## src/hw/cache_geom_pkg.sv

```systemverilog
// data cache geometry, address field types and controller states; import into any cache RTL
`default_nettype none

package cache_geom_pkg;

	// ------------------------------
	// geometry
	// ------------------------------
	localparam int num_sets       = 4;
	localparam int words_per_line = 4;

	// processor side is word addressed
	typedef logic [29:0] word_addr_t;
	typedef logic [31:0] word_t;

	// memory side moves whole lines
	typedef logic [27:0]                      line_addr_t;
	typedef word_t [words_per_line-1:0]       line_t;

	// word address = {tag, set, offset}
	typedef logic [$clog2(num_sets)-1:0]       set_idx_t;
	typedef logic [$clog2(words_per_line)-1:0] word_off_t;
	typedef logic [25:0]                       tag_t;

	// ------------------------------
	// controller
	// ------------------------------
	typedef enum logic [1:0] {
		idle,
		compare,
		write_back,
		allocate
	} cache_state_e;

endpackage

`default_nettype wire

```

## src/hw/cache_bus_pkg.sv

```systemverilog
// request and response bundles for the processor and memory ports of the data cache
`default_nettype none

package cache_bus_pkg;

	import cache_geom_pkg::*;

	// ------------------------------
	// processor side
	// ------------------------------
	// read and write are levels, at most one high
	typedef struct packed {
		logic       read;
		logic       write;
		word_addr_t addr;
		word_t      wdata;
	} proc_req_t;

	// ------------------------------
	// memory side
	// ------------------------------
	// strobes stay high until the cache has seen ready
	typedef struct packed {
		logic       read;
		logic       write;
		line_addr_t addr;
		line_t      wdata;
	} mem_req_t;

	// ready is a single cycle pulse, rdata valid with it on reads
	typedef struct packed {
		logic  ready;
		line_t rdata;
	} mem_resp_t;

endpackage

`default_nettype wire

```

## src/hw/dcache_ctrl.sv

```systemverilog
// data cache controller FSM; drives stall, memory strobes and the update commands to the store
`default_nettype none

module dcache_ctrl
	import cache_geom_pkg::*;
(
	input  logic         clk,
	input  logic         proc_reset,
	input  logic         proc_read,
	input  logic         proc_write,
	input  logic         mem_ready,
	input  logic         hit,
	input  logic         both_dirty,
	output cache_state_e state,
	output logic         proc_stall,
	output logic         mem_read,
	output logic         mem_write,
	output logic         fill,
	output logic         wb_done,
	output logic         write_hit_en
);

	cache_state_e next_state;
	logic         mem_ready_q;
	logic         req;

	assign req = proc_read | proc_write;

	// ------------------------------
	// state and ready registers
	// ------------------------------
	always_ff @(posedge clk) begin
		if (proc_reset) begin
			state       <= idle;
			mem_ready_q <= 1'b0;
		end else begin
			state       <= next_state;
			mem_ready_q <= mem_ready;
		end
	end

	always_comb begin
		next_state = state;
		case (state)
			idle: begin
				next_state = compare;
			end
			compare: begin
				// both dirty means the LRU line has to go out first
				if (req && !hit) begin
					next_state = both_dirty ? write_back : allocate;
				end
			end
			write_back: begin
				if (mem_ready_q) begin
					next_state = allocate;
				end
			end
			allocate: begin
				if (mem_ready_q) begin
					next_state = compare;
				end
			end
			default: begin
				next_state = idle;
			end
		endcase
	end

	// ------------------------------
	// outputs
	// ------------------------------
	assign proc_stall = req && !(state == compare && hit);

	// strobes drop once the registered ready shows up
	assign mem_read  = (state == allocate) && !mem_ready_q;
	assign mem_write = (state == write_back) && !mem_ready_q;

	assign fill         = (state == allocate) && mem_ready_q;
	assign wb_done      = (state == write_back) && mem_ready_q;
	assign write_hit_en = (state == compare) && hit && proc_write;

endmodule

`default_nettype wire

```

## src/hw/dcache_store.sv

```systemverilog
// tag, state and data arrays of the two-way data cache with hit logic, victim choice and updates
`default_nettype none

module dcache_store
	import cache_geom_pkg::*;
(
	input  logic         clk,
	input  logic         proc_reset,
	input  word_addr_t   proc_addr,
	input  word_t        proc_wdata,
	input  line_t        mem_rdata,
	input  cache_state_e state,
	input  logic         fill,
	input  logic         wb_done,
	input  logic         write_hit_en,
	output logic         hit,
	output logic         both_dirty,
	output word_t        proc_rdata,
	output line_addr_t   mem_addr,
	output line_t        mem_wdata
);

	// ------------------------------
	// storage
	// ------------------------------
	tag_t  tag_q  [2][num_sets];
	line_t data_q [2][num_sets];

	logic [1:0][num_sets-1:0] valid_q;
	logic [1:0][num_sets-1:0] dirty_q;

	// per set, the way to replace next
	logic [num_sets-1:0] lru_q;

	line_t mem_rdata_q;

	// request fields
	tag_t      req_tag;
	set_idx_t  set;
	word_off_t off;

	logic [1:0] way_hit;
	logic       hit_way;
	logic       victim;

	assign req_tag = proc_addr[29:4];
	assign set     = proc_addr[3:2];
	assign off     = proc_addr[1:0];

	// ------------------------------
	// lookup
	// ------------------------------
	always_comb begin
		for (int w = 0; w < 2; w++) begin
			way_hit[w] = valid_q[w][set] && (tag_q[w][set] == req_tag);
		end
	end

	assign hit     = |way_hit;
	assign hit_way = way_hit[1];

	assign both_dirty = dirty_q[0][set] & dirty_q[1][set];

	// a clean way wins, otherwise LRU decides
	always_comb begin
		if (dirty_q[0][set] == dirty_q[1][set]) begin
			victim = lru_q[set];
		end else begin
			victim = dirty_q[0][set];
		end
	end

	assign proc_rdata = hit ? data_q[hit_way][set][off] : '0;

	// victim location during write-back, request line otherwise
	assign mem_addr  = (state == write_back) ? {tag_q[victim][set], set} : proc_addr[29:2];
	assign mem_wdata = data_q[victim][set];

	// ------------------------------
	// updates
	// ------------------------------
	always_ff @(posedge clk) begin
		mem_rdata_q <= mem_rdata;
	end

	always_ff @(posedge clk) begin
		if (proc_reset) begin
			valid_q <= '0;
			dirty_q <= '0;
			lru_q   <= '0;
		end else begin
			if (state == compare && hit) begin
				lru_q[set] <= ~hit_way;
			end
			if (write_hit_en) begin
				dirty_q[hit_way][set] <= 1'b1;
			end
			// written-back line stays valid, now clean
			if (wb_done) begin
				dirty_q[victim][set] <= 1'b0;
			end
			if (fill) begin
				valid_q[victim][set] <= 1'b1;
				dirty_q[victim][set] <= 1'b0;
			end
		end
	end

	always_ff @(posedge clk) begin
		if (write_hit_en) begin
			data_q[hit_way][set][off] <= proc_wdata;
		end
		// fill uses the line registered on the ready cycle
		if (fill) begin
			data_q[victim][set] <= mem_rdata_q;
			tag_q[victim][set]  <= req_tag;
		end
	end

endmodule

`default_nettype wire

```

## src/hw/dcache_top.sv

```systemverilog
// data cache top level; connect the processor request port and the slow line memory port here
`default_nettype none

module dcache_top
	import cache_geom_pkg::*;
	import cache_bus_pkg::*;
(
	input  logic      clk,
	input  logic      proc_reset,
	input  proc_req_t proc_req,
	output logic      proc_stall,
	output word_t     proc_rdata,
	output mem_req_t  mem_req,
	input  mem_resp_t mem_resp
);

	cache_state_e state;
	logic         hit;
	logic         both_dirty;
	logic         fill;
	logic         wb_done;
	logic         write_hit_en;
	logic         mem_read;
	logic         mem_write;
	line_addr_t   mem_addr;
	line_t        mem_wdata;

	// ------------------------------
	// memory request assembly
	// ------------------------------
	assign mem_req.read  = mem_read;
	assign mem_req.write = mem_write;
	assign mem_req.addr  = mem_addr;
	assign mem_req.wdata = mem_wdata;

	dcache_ctrl u_ctrl (
		.clk          (clk),
		.proc_reset   (proc_reset),
		.proc_read    (proc_req.read),
		.proc_write   (proc_req.write),
		.mem_ready    (mem_resp.ready),
		.hit          (hit),
		.both_dirty   (both_dirty),
		.state        (state),
		.proc_stall   (proc_stall),
		.mem_read     (mem_read),
		.mem_write    (mem_write),
		.fill         (fill),
		.wb_done      (wb_done),
		.write_hit_en (write_hit_en)
	);

	dcache_store u_store (
		.clk          (clk),
		.proc_reset   (proc_reset),
		.proc_addr    (proc_req.addr),
		.proc_wdata   (proc_req.wdata),
		.mem_rdata    (mem_resp.rdata),
		.state        (state),
		.fill         (fill),
		.wb_done      (wb_done),
		.write_hit_en (write_hit_en),
		.hit          (hit),
		.both_dirty   (both_dirty),
		.proc_rdata   (proc_rdata),
		.mem_addr     (mem_addr),
		.mem_wdata    (mem_wdata)
	);

endmodule

`default_nettype wire

```

## config.mk

```make
export PLATFORM = sky130hd
export DESIGN_NAME = dcache_top
export DESIGN_NICKNAME = d
export VERILOG_FILES = /design/src/hw/cache_geom_pkg.sv /design/src/hw/cache_bus_pkg.sv /design/src/hw/dcache_ctrl.sv /design/src/hw/dcache_store.sv /design/src/hw/dcache_top.sv
export SDC_FILE = /design/constraint.sdc
export NUM_CORES = 2
export LEC_CHECK = 0
export ABC_AREA = 1
export BUFFER_PORTS_ARGS = -buffer_cell sky130_fd_sc_hd__buf_2
export CAP_MARGIN = 10
export CORE_MARGIN = 3
export CORE_UTILIZATION = 43
export DETAILED_ROUTE_END_ITERATION = 10
export PLACE_DENSITY_LB_ADDON = 0.3
export SYNTH_ARGS = -nofsm -noshare
export SYNTH_HDL_FRONTEND = slang
export SYNTH_HIERARCHICAL = 1
export SYNTH_SLANG_ARGS = --single-unit
```

## constraint.sdc

```tcl
create_clock -name clk -period 7.85 [get_ports clk]
set_clock_uncertainty 0.05 [all_clocks]
set_input_delay 1.57 -clock clk [delete_from_list [all_inputs] [get_ports clk]]
set_output_delay 1.57 -clock clk [all_outputs]
set_load 0.05 [all_outputs]
```

# [After elaboration in Yosys (flattened, before gate mapping)]
# Memory sizes are Yosys's and may differ from the RTL's.
# Index checks and enable logic that the tools add are counted.
[word_totals] ff_bits=151 ramBits=1232 inputBits=195 latchBits=0 wordCells=126 mem_count=2 romBits=0
[op_classes] mul=0 reduce_logical=22 n_div=0 bitwise=9 shift=0 magnitude_cmp=10 addsub=0 muxes=63 n_eq_ne=9
[mem_list] name="u_store.data_q" words=2 word_bits=512 read_ports=2 rd_ports_with_merged_regs=0 write_ports=1 line="dcache_store.sv:27" source="line_t data_q [2][num_sets];"
[mem_list] name="u_store.tag_q" words=2 word_bits=104 read_ports=3 rd_ports_with_merged_regs=0 write_ports=1 line="dcache_store.sv:26" source="tag_t tag_q [2][num_sets];"
[ops] operator="512-bit two-way mux" count=4
[ops] operator="128-bit two-way mux" count=6
[ops] operator="128-bit binary-select mux with 2-bit select" count=2
[ops] operator="128-bit demux with 2-bit select" count=2
[ops] operator="512-bit OR reduction" count=1
[ops] operator="26-bit two-way mux" count=7
[ops] operator="26-bit binary-select mux with 2-bit select" count=3
[ops] operator="104-bit two-way mux" count=1
[ops] operator="32-bit two-way mux" count=3
[ops] operator="32-bit binary-select mux with 2-bit select" count=1
[ops] operator="32-bit demux with 2-bit select" count=1
[ops] operator="26-bit demux with 2-bit select" count=1
[ops] operator="26-bit equality test" count=2
[ops] operator="8-bit two-way mux" count=5
[ops] operator="28-bit two-way mux" count=1
[ops] operator="8-bit bitwise AND" count=2
[ops] operator="8-bit OR" count=2
[ops] operator="1-bit logical AND" count=15
[ops] operator="1-bit two-way mux" count=11
[ops] operator="1-bit binary-select mux with 2-bit select" count=5
[ops] operator="4-bit demux with 1-bit select" count=2
[ops] operator="4-bit two-way mux" count=2
[ops] operator="8-bit NOT" count=1
[ops] operator="2-bit case mux with 4 select lines" count=1
[ops] operator="other kinds (21)" count=32

# [Longest topological paths before layout]
[logic_depth] depth_word=18 mapped_depth=22 ltp_nobuf=19

# [Modules after synthesis]
# Netlist, hierarchy kept.
[by_module_without_submodules] module="dcache_store" area_per_inst_um2=68669.6 n_inst=1 cells_each=7402
[by_module_without_submodules] module="dcache_ctrl" area_per_inst_um2=276.5 n_inst=1 cells_each=44
[by_module_without_submodules] module="dcache_top" area_per_inst_um2=15.0 n_inst=1 cells_each=2

# [Worst setup path after synthesis]
# Ideal clock, no wire load.
[synth_timing] kind="input -> register" from="input port proc_req[34] in the netlist's numbering" to="memory u_store/data_q[0][256] in the netlist's numbering, enable pin" arrival_ns=6.188 setup_slack_ns=1.146 setup_time_ns=0.466 stages=20 cell_sequence="buf_4 > buf_6 > nor2_4 > buf_4 > a22oi_1 > nand2_1 > xor2_1 > nand2_1 > nor3_1 > nand2_1 > nor2_1 > nand2_1 > o21ai_2 > buf_2 > nand2_2 > nor2_1 > inv_1 > nor2_1 > nand2_1 > o21ai_0"
[synth_between] elab_chain_cells=12
[synth_lines] item="start: declaration" line="dcache_top.sv:10" source="input proc_req_t proc_req,"
[synth_lines] item="2-bit NOT with 3-bit output (implied by the code)" line="dcache_store.sv:55" source="way_hit[w] = valid_q[w][set] && (tag_q[w][set] == req_tag);"
[synth_lines] item="26-bit binary-select mux with 2-bit select" line="dcache_store.sv:55"
[synth_lines] item="26-bit two-way mux (implied by the code) (2 in a row)" line="dcache_store.sv:55"
[synth_lines] item="26-bit equality test" line="dcache_store.sv:55"
[synth_lines] item="1-bit logical AND" line="dcache_store.sv:55"
[synth_lines] item="2-bit OR reduction (*)" line="dcache_store.sv:59" source="assign hit = |way_hit;"
[synth_lines] item="named net hit" line="dcache_top.sv:18" source="logic hit;"
[synth_lines] item="1-bit logical AND (*) (2 in a row)" line="dcache_ctrl.sv:81" source="assign write_hit_en = (state == compare) && hit && proc_write;"
[synth_lines] item="named net write_hit_en" line="dcache_top.sv:22" source="logic write_hit_en;"
[synth_lines] item="1-bit two-way mux (*)" line="dcache_store.sv:110" source="if (write_hit_en) begin"
[synth_lines] item="512-bit two-way mux (implied by the code) (*)" line="dcache_store.sv:111" source="data_q[hit_way][set][off] <= proc_wdata;"
[synth_lines] item="512-bit two-way mux (no source line) (*)"
[synth_lines] item="end: declaration" line="dcache_store.sv:27"
# Mark *: on every way through the listed nets, which the timed path passes. The rest lies on a longest branch. The select of a mux whose other input is x is not followed.

==> results.sh <==
export IMPL_outcome="completed"
export IMPL_hp_start="u_store/lru_q[1]"
export IMPL_reg2reg_slack_ns=2.75
export IMPL_track_usage=0.324
export IMPL_synth_most_common_cell="nand2_1"
export IMPL_max_cap_viol_count=0
export IMPL_slowest_delay_ns=1.04
export IMPL_synth_cell_types=38
export IMPL_final_max_slew_viol_count=0
export IMPL_avgSynthCellArea_sq_um=9.26
export IMPL_netlist_area_sq_mm=0.0690
export IMPL_worstSetupEndpointType="primary output"
export IMPL_cts_sinks=1383
export IMPL_path_cells="buf_2 > buf_4 > nand2_2 > inv_8 > buf_12 > buf_4 > o21ai_0 > o2111ai_1 > buf_12"
export IMPL_cts_resized=0
export IMPL_n_fill_cell=14400
export IMPL_finalPower_mw=17.7
export IMPL_syn_nets=7647
export IMPL_grt_overflow_total=0
export IMPL_reg2reg_to="u_store/data_q[1][296]"
export IMPL_drt_iter0_drc=9228
export IMPL_fin_tns_setup_ns=0
export IMPL_tightest_slew_ns=1.23
export IMPL_rsz0062_at_grt="no"
export IMPL_path_class="input port to primary output"
export IMPL_nNetsFinal=7795
export IMPL_worstSetupEndpoint="mem_req[20]"
export IMPL_cts_hold_buf=0
export IMPL_vias_per_cell=6.34
export IMPL_die_width_um=406
export IMPL_cpLargestDelayFamily="buffers and inverters"
export IMPL_cpMaxStageDelayCell="o2111ai_1"
export IMPL_initial_utilization=0.434
export IMPL_synth_edf_count=1232
export IMPL_grt_pass1_vias=58400
export IMPL_met1_usage=0.422
export IMPL_synth_top_area_frac=0.536
export IMPL_cts_tree="done"
export IMPL_cp_depth=9
export IMPL_finalSetupViolCount=0
export IMPL_synth_cells=7448
export IMPL_drtAntennaViolNets=0
export IMPL_grt_max_degree=137
export IMPL_detail_route_wl_per_cell_um=28.0
export IMPL_gr_max_usage_layer="met2"
export IMPL_r2r_start="u_store/tag_q[1][74]"
export IMPL_final_core_util=0.501
export IMPL_crit_required_ns=6.23
export IMPL_synth_commonest_cells="1,915 x nand2_1, 1,586 x o21ai_0, 1,232 x edfxtp_1"
export IMPL_path_buf_inv=6
export IMPL_core_area_sq_mm=0.159
export IMPL_fmax_mhz=137
export IMPL_clk_latency_ns=0.83
export IMPL_cts_setup_buffers=0
export IMPL_yosysTopAreaCell="edfxtp_1"
export IMPL_die_y_um=406
export IMPL_root_buffer="clkbuf_16"
export IMPL_drc=0
export IMPL_final_cells=9817
export IMPL_rows=146
export IMPL_fin_crit_ns=7.31
export IMPL_clockBufferDepth=3
export IMPL_area_growth_pct=15.6
export IMPL_dr_pass1_iters=7
export IMPL_cts_made_buffers=152
export IMPL_critical_path_max_fanout=128
export IMPL_ys_warn_count=6
export IMPL_met3_usage=0.0883
export IMPL_ys_seq_area_frac=0.580
export IMPL_dp_slack_ns=0.792
export IMPL_ys_flop_type="edfxtp_1"
export IMPL_place_inst=9514
export IMPL_ys_top_cells_by_area="edfxtp_1 54%, o21ai_0 12%, nand2_1 10%"
export IMPL_clk_pin_slew_ns=0.05
export IMPL_slew_limit_headroom=0.179
export IMPL_dpl_hpwl_mm=170
export IMPL_crit_start="proc_req[34]"
export IMPL_crit_arrival_ns=5.69
export IMPL_ys_ff_latch=1383
export IMPL_routed_wl_mm=275
export IMPL_die_area_sq_mm=0.165
export IMPL_vias=62200
export IMPL_pin_count=386
export IMPL_htreeDepth=4
export IMPL_ir_drop_mv=0.236
export IMPL_layout_setup_ws_ns=0.543
export IMPL_grt_antenna_before_repair=19
export IMPL_reg2regPathDepth=17
export IMPL_final_hold_viol_count=0
export IMPL_met2_usage=0.486
export IMPL_hold_path_class="flop to flop"
export IMPL_leakagePower_nw=30.3
export IMPL_grt_pass1_wl_mm=393
export IMPL_ys_async_sr_fraction=0
export IMPL_port_buffers=385
export IMPL_fin_crit_sh=0.931
export IMPL_final_layout_size_suffix_gt1_frac=0.113
export IMPL_gp_routability_congestion=0.933
export IMPL_startpoint_type="input port"
export IMPL_power_density_mw_per_mm2=221
-- cell families after synthesis --
family | count (synthesis) | synth area share
adders and majority gates | 4 | 0.000726
buffers and inverters | 823 | 0.0520
xor gates and xnor gates | 12 | 0.00152
AOI/OAI and AO/OA | 2288 | 0.189
DFF | 1383 | 0.580
and+or+nand+nor | 2938 | 0.176
-- worst min path at each step --
stage,end,slack [ns],cells after the start
final,u_store/lru_q[1],0.40,2
after global routing,u_store/lru_q[3],0.43,2
after CTS,u_store/lru_q[1],0.40,2
after detailed placement,u_store/lru_q[1],0.39,2
after global placement,u_store/lru_q[1],0.39,2
after floorplan,u_store/lru_q[1],0.38,2
-- metal layers --
layer / wire, um / up-vias
li1: - / 26800
met1: 99500 / 29600
met2: 119000 / 4834
met3: 38100 / 977
met4: 18200 / 2
met5: 10 / -
-- placed cells by master, fill, tap and decap left out, types with 4 or more instances in the layout --
| cell | instances |
|---|---|
| buf_2 | 309 |
| nand4_1 | 46 |
| ha_1 | 4 |
| a22oi_1 | 44 |
| buf_12 | 127 |
| o21a_1 | 6 |
| diode_2 | 17 |
| clkinv_16 | 6 |
| xor2_1 | 12 |
| clkbuf_1 | 32 |
| o21ai_4 | 34 |
| clkbuf_8 | 11 |
| o21bai_1 | 380 |
| edfxtp_1 | 1232 |
| clkinv_1 | 29 |
| nand2_1 | 1906 |
| o21ai_1 | 100 |
| o21ai_0 | 1564 |
| clkbuf_16 | 156 |
| inv_1 | 228 |
| o211ai_1 | 4 |
| nor2_4 | 10 |
| clkinv_2 | 30 |
| o22ai_1 | 5 |
| nand2_4 | 9 |
| dfxtp_1 | 151 |
| bufinv_16 | 12 |
| o2111ai_1 | 128 |
| buf_4 | 146 |
| nor3_1 | 21 |
| nor2_1 | 208 |
| a21oi_1 | 19 |
| nand3_1 | 727 |
-- tightest hold or removal path: cells and delay by family, from the launching register on --
kind	cells	cell delay, ns
buf+inv	1	0.05
flops	1	0.31
compound gates	1	0.05
-- state kept, by name, summed over array words and instances (netlist names) --
| name | count |
|---|---|
| u_store/data_q | 1024 |
| u_store/tag_q | 208 |
| u_store/mem_rdata_q | 128 |
| u_store/dirty_q | 8 |
| u_store/valid_q | 8 |
| u_store/lru_q | 4 |
| u_ctrl/state | 2 |
| u_ctrl/mem_ready_q | 1 |
-- per-stage QoR --
| step | cell area (sq um) | hold slack [ns] |
|---|---|---|
| after floorplan | 69000 | 0.375 |
| after global placement | 74500 | 0.390 |
| after detailed placement | 74500 | 0.392 |
| after CTS | 79700 | 0.401 |
| after global routing | 79700 | 0.429 |
| final | 79700 | 0.400 |
-- layout make-up --
cell class	instances	area, sq um	area share
clock inverters	87	945	0.0119
inverters	235	897	0.0113
clock buffers	199	4180	0.0524
multi-input cells	5242	25800	0.324
diodes	17	42.5	0.000534
flip-flops and latches	1383	40000	0.502
well taps	2072	2590	0.0325
repair buffers	582	5180	0.0651
-- where the power goes --
part / total (mW) / switching, mW / internal [mW]
Sequential: 8.15 / 0.0522 / 8.09
Clock: 7.33 / 3.14 / 4.19
Combinational: 2.17 / 1.58 / 0.593
Total: 17.7 / 4.77 / 12.9
(Power assumes the default switching activity.)
